==> src/eeprom_pkg.sv <==
`default_nettype none

package eeprom_pkg;

    localparam int QUARTER_CYCLES = 2;  // CLK cycles per quarter SCL bit
    localparam int QCNT_W = (QUARTER_CYCLES > 1) ? $clog2(QUARTER_CYCLES) : 1;
    localparam logic [3:0] DEV_SELECT = 4'b1010;
    localparam int ADDR_W = 11;

    localparam int AXIL_ADDR_W = 32;
    localparam int AXIL_DATA_W = 32;
    localparam logic [AXIL_ADDR_W-1:0] ADDR_CMD = 32'h0;
    localparam logic [AXIL_ADDR_W-1:0] ADDR_STATUS = 32'h4;
    localparam logic [1:0] RESP_OKAY = 2'b00;
    localparam logic [1:0] RESP_SLVERR = 2'b10;

    // register field positions
    localparam int CMD_DATA_LSB = 11;
    localparam int CMD_RD_BIT = 31;
    localparam int STAT_DATA_LSB = 8;

    typedef enum logic {op_write_byte, op_read_random} eeprom_op_e;

    typedef enum logic [3:0] {
        st_idle, st_start, st_ctrl_wr, st_word_addr, st_data_wr,
        st_rstart, st_ctrl_rd, st_data_rd, st_stop, st_done
    } seq_state_e;

    typedef enum logic [1:0] {
        bop_start, bop_stop, bop_write_byte, bop_read_byte_nack
    } bit_op_e;

    typedef struct packed {
        eeprom_op_e        op;
        logic [ADDR_W-1:0] addr;
        logic [7:0]        wdata;
    } eeprom_cmd_t;

    typedef struct packed {
        logic       nack;
        logic [7:0] rd_data;
    } eeprom_result_t;

    typedef struct packed {
        bit_op_e    op;
        logic [7:0] tx_byte;
    } bit_req_t;

    typedef struct packed {
        logic       done;
        logic       ack_ok;
        logic [7:0] rx_byte;
    } bit_rsp_t;

    typedef struct packed {
        logic                     awvalid;
        logic [AXIL_ADDR_W-1:0]   awaddr;
        logic                     wvalid;
        logic [AXIL_DATA_W-1:0]   wdata;
        logic [AXIL_DATA_W/8-1:0] wstrb;
        logic                     bready;
        logic                     arvalid;
        logic [AXIL_ADDR_W-1:0]   araddr;
        logic                     rready;
    } axil_req_t;

    typedef struct packed {
        logic                   awready;
        logic                   wready;
        logic                   bvalid;
        logic [1:0]             bresp;
        logic                   arready;
        logic                   rvalid;
        logic [AXIL_DATA_W-1:0] rdata;
        logic [1:0]             rresp;
    } axil_rsp_t;

endpackage

`default_nettype wire

==> src/scl_phase_timer.sv <==
`timescale 1ns/1ps
`default_nettype none

module scl_phase_timer
    import eeprom_pkg::*;
(
    input  wire        CLK,
    input  wire        RESET,
    input  logic       run,
    output logic       tick,
    output logic [1:0] phase
);

    logic [QCNT_W-1:0] cnt;

    // last cycle of a quarter bit
    assign tick = run && (cnt == QCNT_W'(QUARTER_CYCLES - 1));

    always_ff @(posedge CLK) begin
        if (RESET || !run) begin
            cnt   <= '0;  // idle keeps the timer at phase 0
            phase <= 2'd0;
        end else if (tick) begin
            cnt   <= '0;
            phase <= phase + 2'd1;  // wraps after four quarters
        end else begin
            cnt <= cnt + QCNT_W'(1);
        end
    end

endmodule

`default_nettype wire

==> src/i2c_bit_engine.sv <==
`timescale 1ns/1ps
`default_nettype none

module i2c_bit_engine
    import eeprom_pkg::*;
(
    input  wire         CLK,
    input  wire         RESET,
    input  logic        req_valid,
    input  bit_req_t    req,
    output bit_rsp_t    rsp,
    output logic        run,
    input  logic        tick,
    input  logic [1:0]  phase,
    input  logic        sda_in,
    output logic        scl_out,
    output logic        sda_pull_low
);

    bit_op_e    op_q;
    logic       busy_q;
    logic       done_q;
    logic       ack_ok_q;
    logic [3:0] bit_cnt;  // 8 is the ack slot
    logic [7:0] shreg;
    logic       scl_q;
    logic       sda_low_q;
    logic       byte_op;

    assign byte_op = (op_q == bop_write_byte) || (op_q == bop_read_byte_nack);

    assign run          = busy_q;
    assign scl_out      = scl_q;
    assign sda_pull_low = sda_low_q;

    assign rsp.done    = done_q;
    assign rsp.ack_ok  = ack_ok_q;
    assign rsp.rx_byte = shreg;

    always_ff @(posedge CLK) begin
        if (RESET) begin
            op_q      <= bop_start;
            busy_q    <= 1'b0;
            done_q    <= 1'b0;
            ack_ok_q  <= 1'b0;
            bit_cnt   <= 4'd0;
            scl_q     <= 1'b1;
            sda_low_q <= 1'b0;
        end else begin
            done_q <= 1'b0;
            if (!busy_q) begin
                if (req_valid) begin
                    busy_q  <= 1'b1;
                    op_q    <= req.op;
                    bit_cnt <= 4'd0;
                    // values for phase 0 of the first bit
                    case (req.op)
                        bop_start: sda_low_q <= 1'b0;  // scl stays where it is
                        bop_stop: begin
                            scl_q     <= 1'b0;
                            sda_low_q <= 1'b1;
                        end
                        bop_write_byte: begin
                            scl_q     <= 1'b0;
                            sda_low_q <= ~req.tx_byte[7];
                        end
                        default: begin
                            scl_q     <= 1'b0;
                            sda_low_q <= 1'b0;
                        end
                    endcase
                end
            end else if (tick) begin
                case (phase)
                    2'd0: scl_q <= 1'b1;
                    2'd1: begin  // mid-high
                        if (op_q == bop_start) begin
                            sda_low_q <= 1'b1;  // start condition
                        end else if (op_q == bop_stop) begin
                            sda_low_q <= 1'b0;  // stop condition
                        end else if (bit_cnt == 4'd8) begin
                            ack_ok_q <= ~sda_in;
                        end else begin
                            ack_ok_q <= 1'b0;
                        end
                    end
                    2'd2: begin
                        if (op_q != bop_stop) begin
                            scl_q <= 1'b0;
                        end
                    end
                    default: begin
                        if (byte_op && bit_cnt != 4'd8) begin
                            bit_cnt   <= bit_cnt + 4'd1;
                            sda_low_q <= (op_q == bop_write_byte) && (bit_cnt != 4'd7)
                                         && ~shreg[7];
                        end else begin
                            busy_q <= 1'b0;
                            done_q <= 1'b1;
                        end
                    end
                endcase
            end
        end
    end

    // tx bits leave from the top, rx bits enter at the bottom
    always_ff @(posedge CLK) begin
        if (!busy_q && req_valid) begin
            shreg <= req.tx_byte;
        end else if (busy_q && tick && phase == 2'd1 && byte_op && bit_cnt != 4'd8) begin
            shreg <= {shreg[6:0], sda_in};
        end
    end

endmodule

`default_nettype wire

==> src/eeprom_seq_fsm.sv <==
`timescale 1ns/1ps
`default_nettype none

module eeprom_seq_fsm
    import eeprom_pkg::*;
(
    input  wire            CLK,
    input  wire            RESET,
    input  logic           cmd_valid,
    input  eeprom_cmd_t    cmd,
    output logic           busy,
    output logic           result_valid,
    output eeprom_result_t result,
    output logic           req_valid,
    output bit_req_t       req,
    input  bit_rsp_t       rsp
);

    seq_state_e  state;
    seq_state_e  state_next;
    eeprom_cmd_t cmd_q;
    logic        nack;
    logic [7:0]  rd_data;
    logic        ack_fail;
    logic        wr_state;

    // bus operation for a given state
    function automatic bit_req_t bus_req(seq_state_e s, eeprom_cmd_t c);
        bit_req_t r;
        r.op      = bop_write_byte;
        r.tx_byte = {DEV_SELECT, c.addr[ADDR_W-1:8], 1'b0};
        case (s)
            st_start, st_rstart: r.op = bop_start;
            st_stop:             r.op = bop_stop;
            st_word_addr:        r.tx_byte = c.addr[7:0];
            st_data_wr:          r.tx_byte = c.wdata;
            st_ctrl_rd:          r.tx_byte[0] = 1'b1;  // R/W = read
            st_data_rd:          r.op = bop_read_byte_nack;
            default: ;
        endcase
        return r;
    endfunction

    assign ack_fail = rsp.done && !rsp.ack_ok;
    assign wr_state = (state == st_ctrl_wr) || (state == st_word_addr)
                      || (state == st_data_wr) || (state == st_ctrl_rd);

    always_comb begin
        state_next = state;
        case (state)
            st_idle:  if (cmd_valid) state_next = st_start;
            st_start: if (rsp.done) state_next = st_ctrl_wr;
            st_ctrl_wr: begin
                if (rsp.done) state_next = ack_fail ? st_stop : st_word_addr;
            end
            st_word_addr: begin
                if (ack_fail) begin
                    state_next = st_stop;
                end else if (rsp.done) begin
                    state_next = (cmd_q.op == op_read_random) ? st_rstart : st_data_wr;
                end
            end
            st_data_wr: if (rsp.done) state_next = st_stop;
            st_rstart:  if (rsp.done) state_next = st_ctrl_rd;
            st_ctrl_rd: begin
                if (rsp.done) state_next = ack_fail ? st_stop : st_data_rd;
            end
            st_data_rd: if (rsp.done) state_next = st_stop;
            st_stop:    if (rsp.done) state_next = st_done;
            st_done:    state_next = st_idle;
            default:    state_next = st_idle;
        endcase
    end

    always_ff @(posedge CLK) begin
        if (RESET) begin
            state        <= st_idle;
            busy         <= 1'b0;
            result_valid <= 1'b0;
            req_valid    <= 1'b0;
            nack         <= 1'b0;
            rd_data      <= 8'h00;
        end else begin
            state        <= state_next;
            result_valid <= (state == st_done);
            // every bus state issues exactly one request on entry
            req_valid    <= (state_next != state) && (state_next != st_done)
                            && (state_next != st_idle);
            if (state == st_idle && cmd_valid) begin
                busy <= 1'b1;
                nack <= 1'b0;
            end
            if (state == st_done) begin
                busy <= 1'b0;
            end
            if (wr_state && ack_fail) begin
                nack <= 1'b1;
            end
            if (state == st_data_rd && rsp.done) begin
                rd_data <= rsp.rx_byte;
            end
        end
    end

    always_ff @(posedge CLK) begin
        if (state == st_idle && cmd_valid) begin
            cmd_q <= cmd;
        end
        req <= bus_req(state_next, (state == st_idle) ? cmd : cmd_q);
    end

    assign result.nack    = nack;
    assign result.rd_data = rd_data;

endmodule

`default_nettype wire

==> src/axil_eeprom_regs.sv <==
`timescale 1ns/1ps
`default_nettype none

module axil_eeprom_regs
    import eeprom_pkg::*;
(
    input  wire            CLK,
    input  wire            RESET,
    input  axil_req_t      axil_req,
    output axil_rsp_t      axil_rsp,
    output logic           cmd_valid,
    output eeprom_cmd_t    cmd,
    input  logic           busy,
    input  logic           result_valid,
    input  eeprom_result_t result
);

    logic                   bvalid_q;
    logic [1:0]             bresp_q;
    logic                   rvalid_q;
    logic [1:0]             rresp_q;
    logic [AXIL_DATA_W-1:0] rdata_q;
    logic                   busy_st;  // set at launch, cleared by the result
    logic                   nack_q;
    logic [7:0]             rd_data_q;
    logic                   wr_fire;
    logic                   rd_fire;
    logic                   launch;
    logic [AXIL_DATA_W-1:0] cmd_word;
    logic [AXIL_DATA_W-1:0] status_word;
    logic [AXIL_DATA_W-1:0] rd_word;
    logic                   rd_ok;

    assign wr_fire = axil_req.awvalid && axil_req.wvalid && !bvalid_q;
    assign rd_fire = axil_req.arvalid && !rvalid_q;
    assign launch  = wr_fire && (axil_req.awaddr == ADDR_CMD) && !busy && !busy_st;

    always_comb begin
        cmd_word                           = '0;
        cmd_word[ADDR_W-1:0]               = cmd.addr;
        cmd_word[CMD_DATA_LSB +: 8]        = cmd.wdata;
        cmd_word[CMD_RD_BIT]               = (cmd.op == op_read_random);
        status_word                        = '0;
        status_word[0]                     = busy_st;
        status_word[1]                     = nack_q;
        status_word[STAT_DATA_LSB +: 8]    = rd_data_q;
        rd_word = '0;
        rd_ok   = 1'b1;
        case (axil_req.araddr)
            ADDR_CMD:    rd_word = cmd_word;
            ADDR_STATUS: rd_word = status_word;
            default:     rd_ok = 1'b0;
        endcase
    end

    always_ff @(posedge CLK) begin
        if (RESET) begin
            bvalid_q  <= 1'b0;
            rvalid_q  <= 1'b0;
            cmd_valid <= 1'b0;
            cmd       <= '0;
            busy_st   <= 1'b0;
            nack_q    <= 1'b0;
            rd_data_q <= 8'h00;
        end else begin
            cmd_valid <= launch;
            if (launch) begin
                cmd.op    <= axil_req.wdata[CMD_RD_BIT] ? op_read_random : op_write_byte;
                cmd.addr  <= axil_req.wdata[ADDR_W-1:0];
                cmd.wdata <= axil_req.wdata[CMD_DATA_LSB +: 8];
                busy_st   <= 1'b1;
            end else if (result_valid) begin
                busy_st   <= 1'b0;
                nack_q    <= result.nack;
                rd_data_q <= result.rd_data;
            end
            if (wr_fire) begin
                bvalid_q <= 1'b1;
            end else if (axil_req.bready) begin
                bvalid_q <= 1'b0;
            end
            if (rd_fire) begin
                rvalid_q <= 1'b1;
            end else if (axil_req.rready) begin
                rvalid_q <= 1'b0;
            end
        end
    end

    always_ff @(posedge CLK) begin
        if (wr_fire) begin
            if (axil_req.awaddr == ADDR_STATUS) begin
                bresp_q <= RESP_OKAY;  // read-only, write ignored
            end else begin
                bresp_q <= launch ? RESP_OKAY : RESP_SLVERR;
            end
        end
        if (rd_fire) begin
            rdata_q <= rd_word;
            rresp_q <= rd_ok ? RESP_OKAY : RESP_SLVERR;
        end
    end

    assign axil_rsp.awready = wr_fire;
    assign axil_rsp.wready  = wr_fire;
    assign axil_rsp.bvalid  = bvalid_q;
    assign axil_rsp.bresp   = bresp_q;
    assign axil_rsp.arready = !rvalid_q;
    assign axil_rsp.rvalid  = rvalid_q;
    assign axil_rsp.rdata   = rdata_q;
    assign axil_rsp.rresp   = rresp_q;

endmodule

`default_nettype wire

==> src/eeprom_i2c_top.sv <==
`timescale 1ns/1ps
`default_nettype none

module eeprom_i2c_top
    import eeprom_pkg::*;
(
    input  wire       CLK,
    input  wire       RESET,
    input  axil_req_t axil_req,
    output axil_rsp_t axil_rsp,
    output logic      scl_out,
    output logic      sda_pull_low,
    input  logic      sda_in
);

    logic           cmd_valid;
    eeprom_cmd_t    cmd;
    logic           busy;
    logic           result_valid;
    eeprom_result_t result;
    logic           req_valid;
    bit_req_t       req;
    bit_rsp_t       rsp;
    logic           run;
    logic           tick;
    logic [1:0]     phase;

    axil_eeprom_regs u_axil_eeprom_regs (
        .CLK(CLK), .RESET(RESET), .axil_req(axil_req), .axil_rsp(axil_rsp),
        .cmd_valid(cmd_valid), .cmd(cmd), .busy(busy),
        .result_valid(result_valid), .result(result)
    );

    eeprom_seq_fsm u_eeprom_seq_fsm (
        .CLK(CLK), .RESET(RESET), .cmd_valid(cmd_valid), .cmd(cmd), .busy(busy),
        .result_valid(result_valid), .result(result),
        .req_valid(req_valid), .req(req), .rsp(rsp)
    );

    i2c_bit_engine u_i2c_bit_engine (
        .CLK(CLK), .RESET(RESET), .req_valid(req_valid), .req(req), .rsp(rsp),
        .run(run), .tick(tick), .phase(phase), .sda_in(sda_in),
        .scl_out(scl_out), .sda_pull_low(sda_pull_low)
    );

    scl_phase_timer u_scl_phase_timer (
        .CLK(CLK), .RESET(RESET), .run(run), .tick(tick), .phase(phase)
    );

endmodule

`default_nettype wire

==> config.mk <==
export PLATFORM = sky130hd
export DESIGN_NAME = eeprom_i2c_top
export DESIGN_NICKNAME = d
export VERILOG_FILES = /design/src/eeprom_pkg.sv /design/src/scl_phase_timer.sv /design/src/i2c_bit_engine.sv /design/src/eeprom_seq_fsm.sv /design/src/axil_eeprom_regs.sv /design/src/eeprom_i2c_top.sv
export SDC_FILE = /design/constraint.sdc
export NUM_CORES = 1
export LEC_CHECK = 0
export BUFFER_PORTS_ARGS = -buffer_cell sky130_fd_sc_hd__buf_2
export CORE_MARGIN = 8
export CORE_UTILIZATION = 52
export CTS_CLUSTER_DIAMETER = 80
export DETAILED_ROUTE_END_ITERATION = 10
export PLACE_DENSITY_LB_ADDON = 0.15
export SETUP_SLACK_MARGIN = 0.4
export SKIP_LAST_GASP = 1
export SLEW_MARGIN = 20
export SYNTH_ARGS = -nofsm -noshare
export SYNTH_HDL_FRONTEND = slang
export SYNTH_SLANG_ARGS = --single-unit
==> constraint.sdc <==
create_clock -name CLK -period 2.3 [get_ports CLK]
set_clock_uncertainty 0.15 [all_clocks]
set_input_delay 0.46 -clock CLK [delete_from_list [all_inputs] [get_ports CLK]]
set_output_delay 0.46 -clock CLK [all_outputs]
set_load 0.01 [all_outputs]
==> impl_metrics.py <==
metrics = {
    "min_path": {
        "hp-class": "primary input to flip-flop",
        "min_to": "u_axil_eeprom_regs.cmd[8]",
        "hp-start": "axil_req[39]",
        "min_path_cells": 3,
    },
    "final_layout": {
        "regArea_um2": 2980,
        "postLayoutCoreUtil": 0.702,
        "area_delta_synth_final_pct": 32.9,
        "multi_input_area_um2": 2350,
        "diodes": 0,
        "fillers": 759,
        "final_cell_area_um2": 7150,
        "drive_above_1_share": 0.352,
        "fin_nets": 786,
    },
    "yosys": {
        "synth_edf_count": 50,
        "ys_top_cells_by_area": "edfxtp_1 (28%), dfxtp_1 (27%), mux2i_1 (9.1%), nor2_1 (4.7%), nand2_1 (3.4%)",
        "synth_xor_area_frac": 0.00651,
        "syn_area_um2": 5380,
        "seq_area_frac_synth": 0.551,
        "synthAdderAreaFrac": 0.0209,
        "ys_ff_latch": 123,
        "synth_top_area_cell": "edfxtp_1",
        "avgSynthCellArea_um2": 10.5,
        "muxShareOfSynthArea": 0.108,
        "synthDistinctLibCells": 51,
        "syn_inst": 513,
        "synth_ff_type": "dfxtp_1",
        "synth_top_family_by_area": "simple AND/OR/NAND/NOR gates",
        "synth_common_cells": "dfxtp_1 (73), nor2_1 (67), edfxtp_1 (50)",
        "yosys_warnings": 0,
        "synth_compound_area_frac": 0.0819,
        "synth_most_common_cell": "dfxtp_1",
        "synth_top_area_frac": 0.279,
        "yosys.area_share.simple": 0.176,
        "synthArstFlopShare": 0,
    },
    "routing": {
        "drc": 0,
        "firstDrtPassIters": 4,
        "via_per_inst": 5.28,
        "wl_um": 13900,
        "wl_per_cell_um": 17.0,
        "num_vias": 4320,
        "antenna_left": 0,
        "drt_iter0_drc": 184,
    },
    "global_route": {
        "grt-ovfl-total": 0,
        "grt_max_degree": 38,
        "grt_pass1_wl_um": 21900,
        "track_usage": 0.196,
        "grt_pass1_vias": 4482,
        "antenna_found_initial": 0,
    },
    "setup_path": {
        "cp.arrival_ns": 2.18,
        "criticalPathCategory": "flip-flop to flip-flop",
        "regToRegSetupSlack_ns": 0.35,
        "end_kind": "flip-flop",
        "r2r_end": "u_eeprom_seq_fsm.req[3]",
        "critPathLaunchType": "flip-flop",
        "worstPathMaxFanout": 8,
        "r2r_cells": 6,
        "cp.required_ns": 2.54,
        "worstReg2RegStart": "u_eeprom_seq_fsm.state[2]",
    },
    "power": {
        "vdd_drop_max_mv": 0.444,
        "cellPowerDensity_nw_per_um2": 684,
        "cellLeakagePower_nw": 2.71,
    },
    "sta": {
        "period_minus_slack_ns": 1.95,
        "worst_pin_slew_ns": 0.581,
        "rsz0062_at_grt": "true",
        "hold_viol_final": 0,
        "fmax_mhz": 513,
        "maxSlewHeadroom": 0.612,
        "slew_violations": 0,
        "setup_viol": 0,
        "period_share": 0.847,
    },
    "status": {
        "outcome": "finished clean",
    },
    "floorplanning": {
        "coreArea_um2": 10200,
        "die_w_um": 118,
        "row_count": 37,
        "die_h_um": 118,
        "start_util": 0.528,
        "die_area_um2": 13900,
        "io_pins": 151,
    },
    "placed_design": {
        "placed_area_um2": 6200,
        "io_buffers": 120,
        "routabilityCongestion": 0.874,
        "dpl.hpwl_um": 9400,
    },
    "cts": {
        "cts_tree": "yes",
        "cts_buffers": 17,
        "root_buffer": "clkbuf_8",
        "cts_sinks": 123,
        "path_clk_slew_ns": 0.06,
        "htreeDepth": 4,
        "cts_buffer_depth": 2,
        "clock_latency_ns": 0.51,
    },
    "job": {
        "max_cap_violations": 0,
    },
}
worst max path at each step:
| stage | startpoint | endpoint | cells past startpoint | slack (ns) |
|---|---|---|---|---|
| final | u_eeprom_seq_fsm.state[2] | u_eeprom_seq_fsm.req[3] | 6 | 0.35 |
| after global routing | u_eeprom_seq_fsm.state[2] | u_eeprom_seq_fsm.req[3] | 6 | 0.29 |
| after CTS | u_eeprom_seq_fsm.state[2] | u_eeprom_seq_fsm.req[3] | 6 | 0.35 |
| after detailed placement | axil_req[80] | u_axil_eeprom_regs.cmd[1] | 7 | -0.04 |
| after global placement | axil_req[80] | u_axil_eeprom_regs.cmd[3] | 7 | 0.02 |
| after floorplan | axil_req[77] | u_axil_eeprom_regs.cmd[19] | 6 | 0.23 |
kinds of logic (layout without fill, tap and decap cells):
group,count (synthesis),count (layout)
fa+ha+maj,9,9
flops,123,123
other cells,1,14
xor+xnor,4,4
compound gates,68,68
mux,57,57
simple gates,194,194
buf+inv,57,213
sequential cells by signal, summed over array words and instances, names as in the netlist, 2 cells and up:
signal	flops
u_i2c_bit_engine.op_q	2
u_eeprom_seq_fsm.req	10
u_eeprom_seq_fsm.cmd_q	20
u_eeprom_seq_fsm.rd_data	8
u_eeprom_seq_fsm.state	4
u_axil_eeprom_regs.rdata_q	20
u_axil_eeprom_regs.cmd	20
u_axil_eeprom_regs.rd_data_q	8
u_i2c_bit_engine.bit_cnt	4
u_scl_phase_timer.phase	2
u_i2c_bit_engine.shreg	8
where the power goes:
group,switching [W],internal [W]
clock network,0.000895,0.00150
registers,0.00000711,0.00228
logic,0.000111,0.0000983
area by class of cell:
cell class | count | area share
repair buffers | 164 | 0.144
clock inverters | 6 | 0.00438
well taps | 136 | 0.0238
multi-input cells | 346 | 0.329
inverters | 17 | 0.00980
flip-flops and latches | 123 | 0.417
clock buffers | 26 | 0.0714
metal layers:
| layer | vias to the layer above | part of all wire | GRT usage |
|---|---|---|---|
| li1 | 2096 | - | - |
| met1 | 2045 | 0.42 | 0.223 |
| met2 | 167 | 0.50 | 0.336 |
| met3 | 12 | 0.069 | 0.0619 |
| met4 | 0 | 0.010 | 0.0721 |
| met5 | - | 0 | 0 |
through the flow:
stage                     TNS, ns  setup WS [ns]  power [W]  instances  hold slack, ns
after floorplan                 0          0.234    0.00243        526           0.271
after global placement          0         0.0228    0.00253        761           0.293
after detailed placement   -0.257        -0.0355    0.00253        761           0.296
after CTS                       0          0.346    0.00493        801          0.0114
after global routing            0          0.289    0.00505        818          0.0277
final                           0          0.352    0.00489        818          0.0344
worst max-delay path: stages, from the launching register on:
cell	delay, ns
dfxtp_2	0.36
or2_4	0.27
a211o_1	0.33
o221ai_4	0.13
nand3b_4	0.23
a211oi_4	0.27
a211oi_1	0.08
repair_timing:
action                     in CTS  in global routing
gates resized for setup        27                 20
setup buffers                   6                 14
hold buffers                    1                  0
cloned                          1                  3
hold endpoints to repair        1                  0
setup endpoints to repair      61                 41
pin swaps                       1                 10
cell usage in the layout (no fill, tap or decap), types with 5 or more instances in the layout:
| cell | count |
|---|---|
| buf_2 | 118 |
| dfxtp_1 | 66 |
| nor2_1 | 64 |
| edfxtp_1 | 50 |
| nand2_1 | 49 |
| mux2i_1 | 48 |
| buf_4 | 35 |
| a21oi_1 | 23 |
| clkbuf_16 | 20 |
| and2_1 | 16 |
| conb_1 | 14 |
| inv_1 | 13 |
| nor4_1 | 10 |
| nor3_1 | 9 |
| ha_1 | 9 |
| mux2_2 | 8 |
| o21ai_0 | 7 |
| nor2b_1 | 6 |
| nand2b_1 | 6 |
| a211oi_1 | 6 |
| clkinv_2 | 5 |
| clkbuf_1 | 5 |
Note: power is estimated with default switching activity, not from simulation.
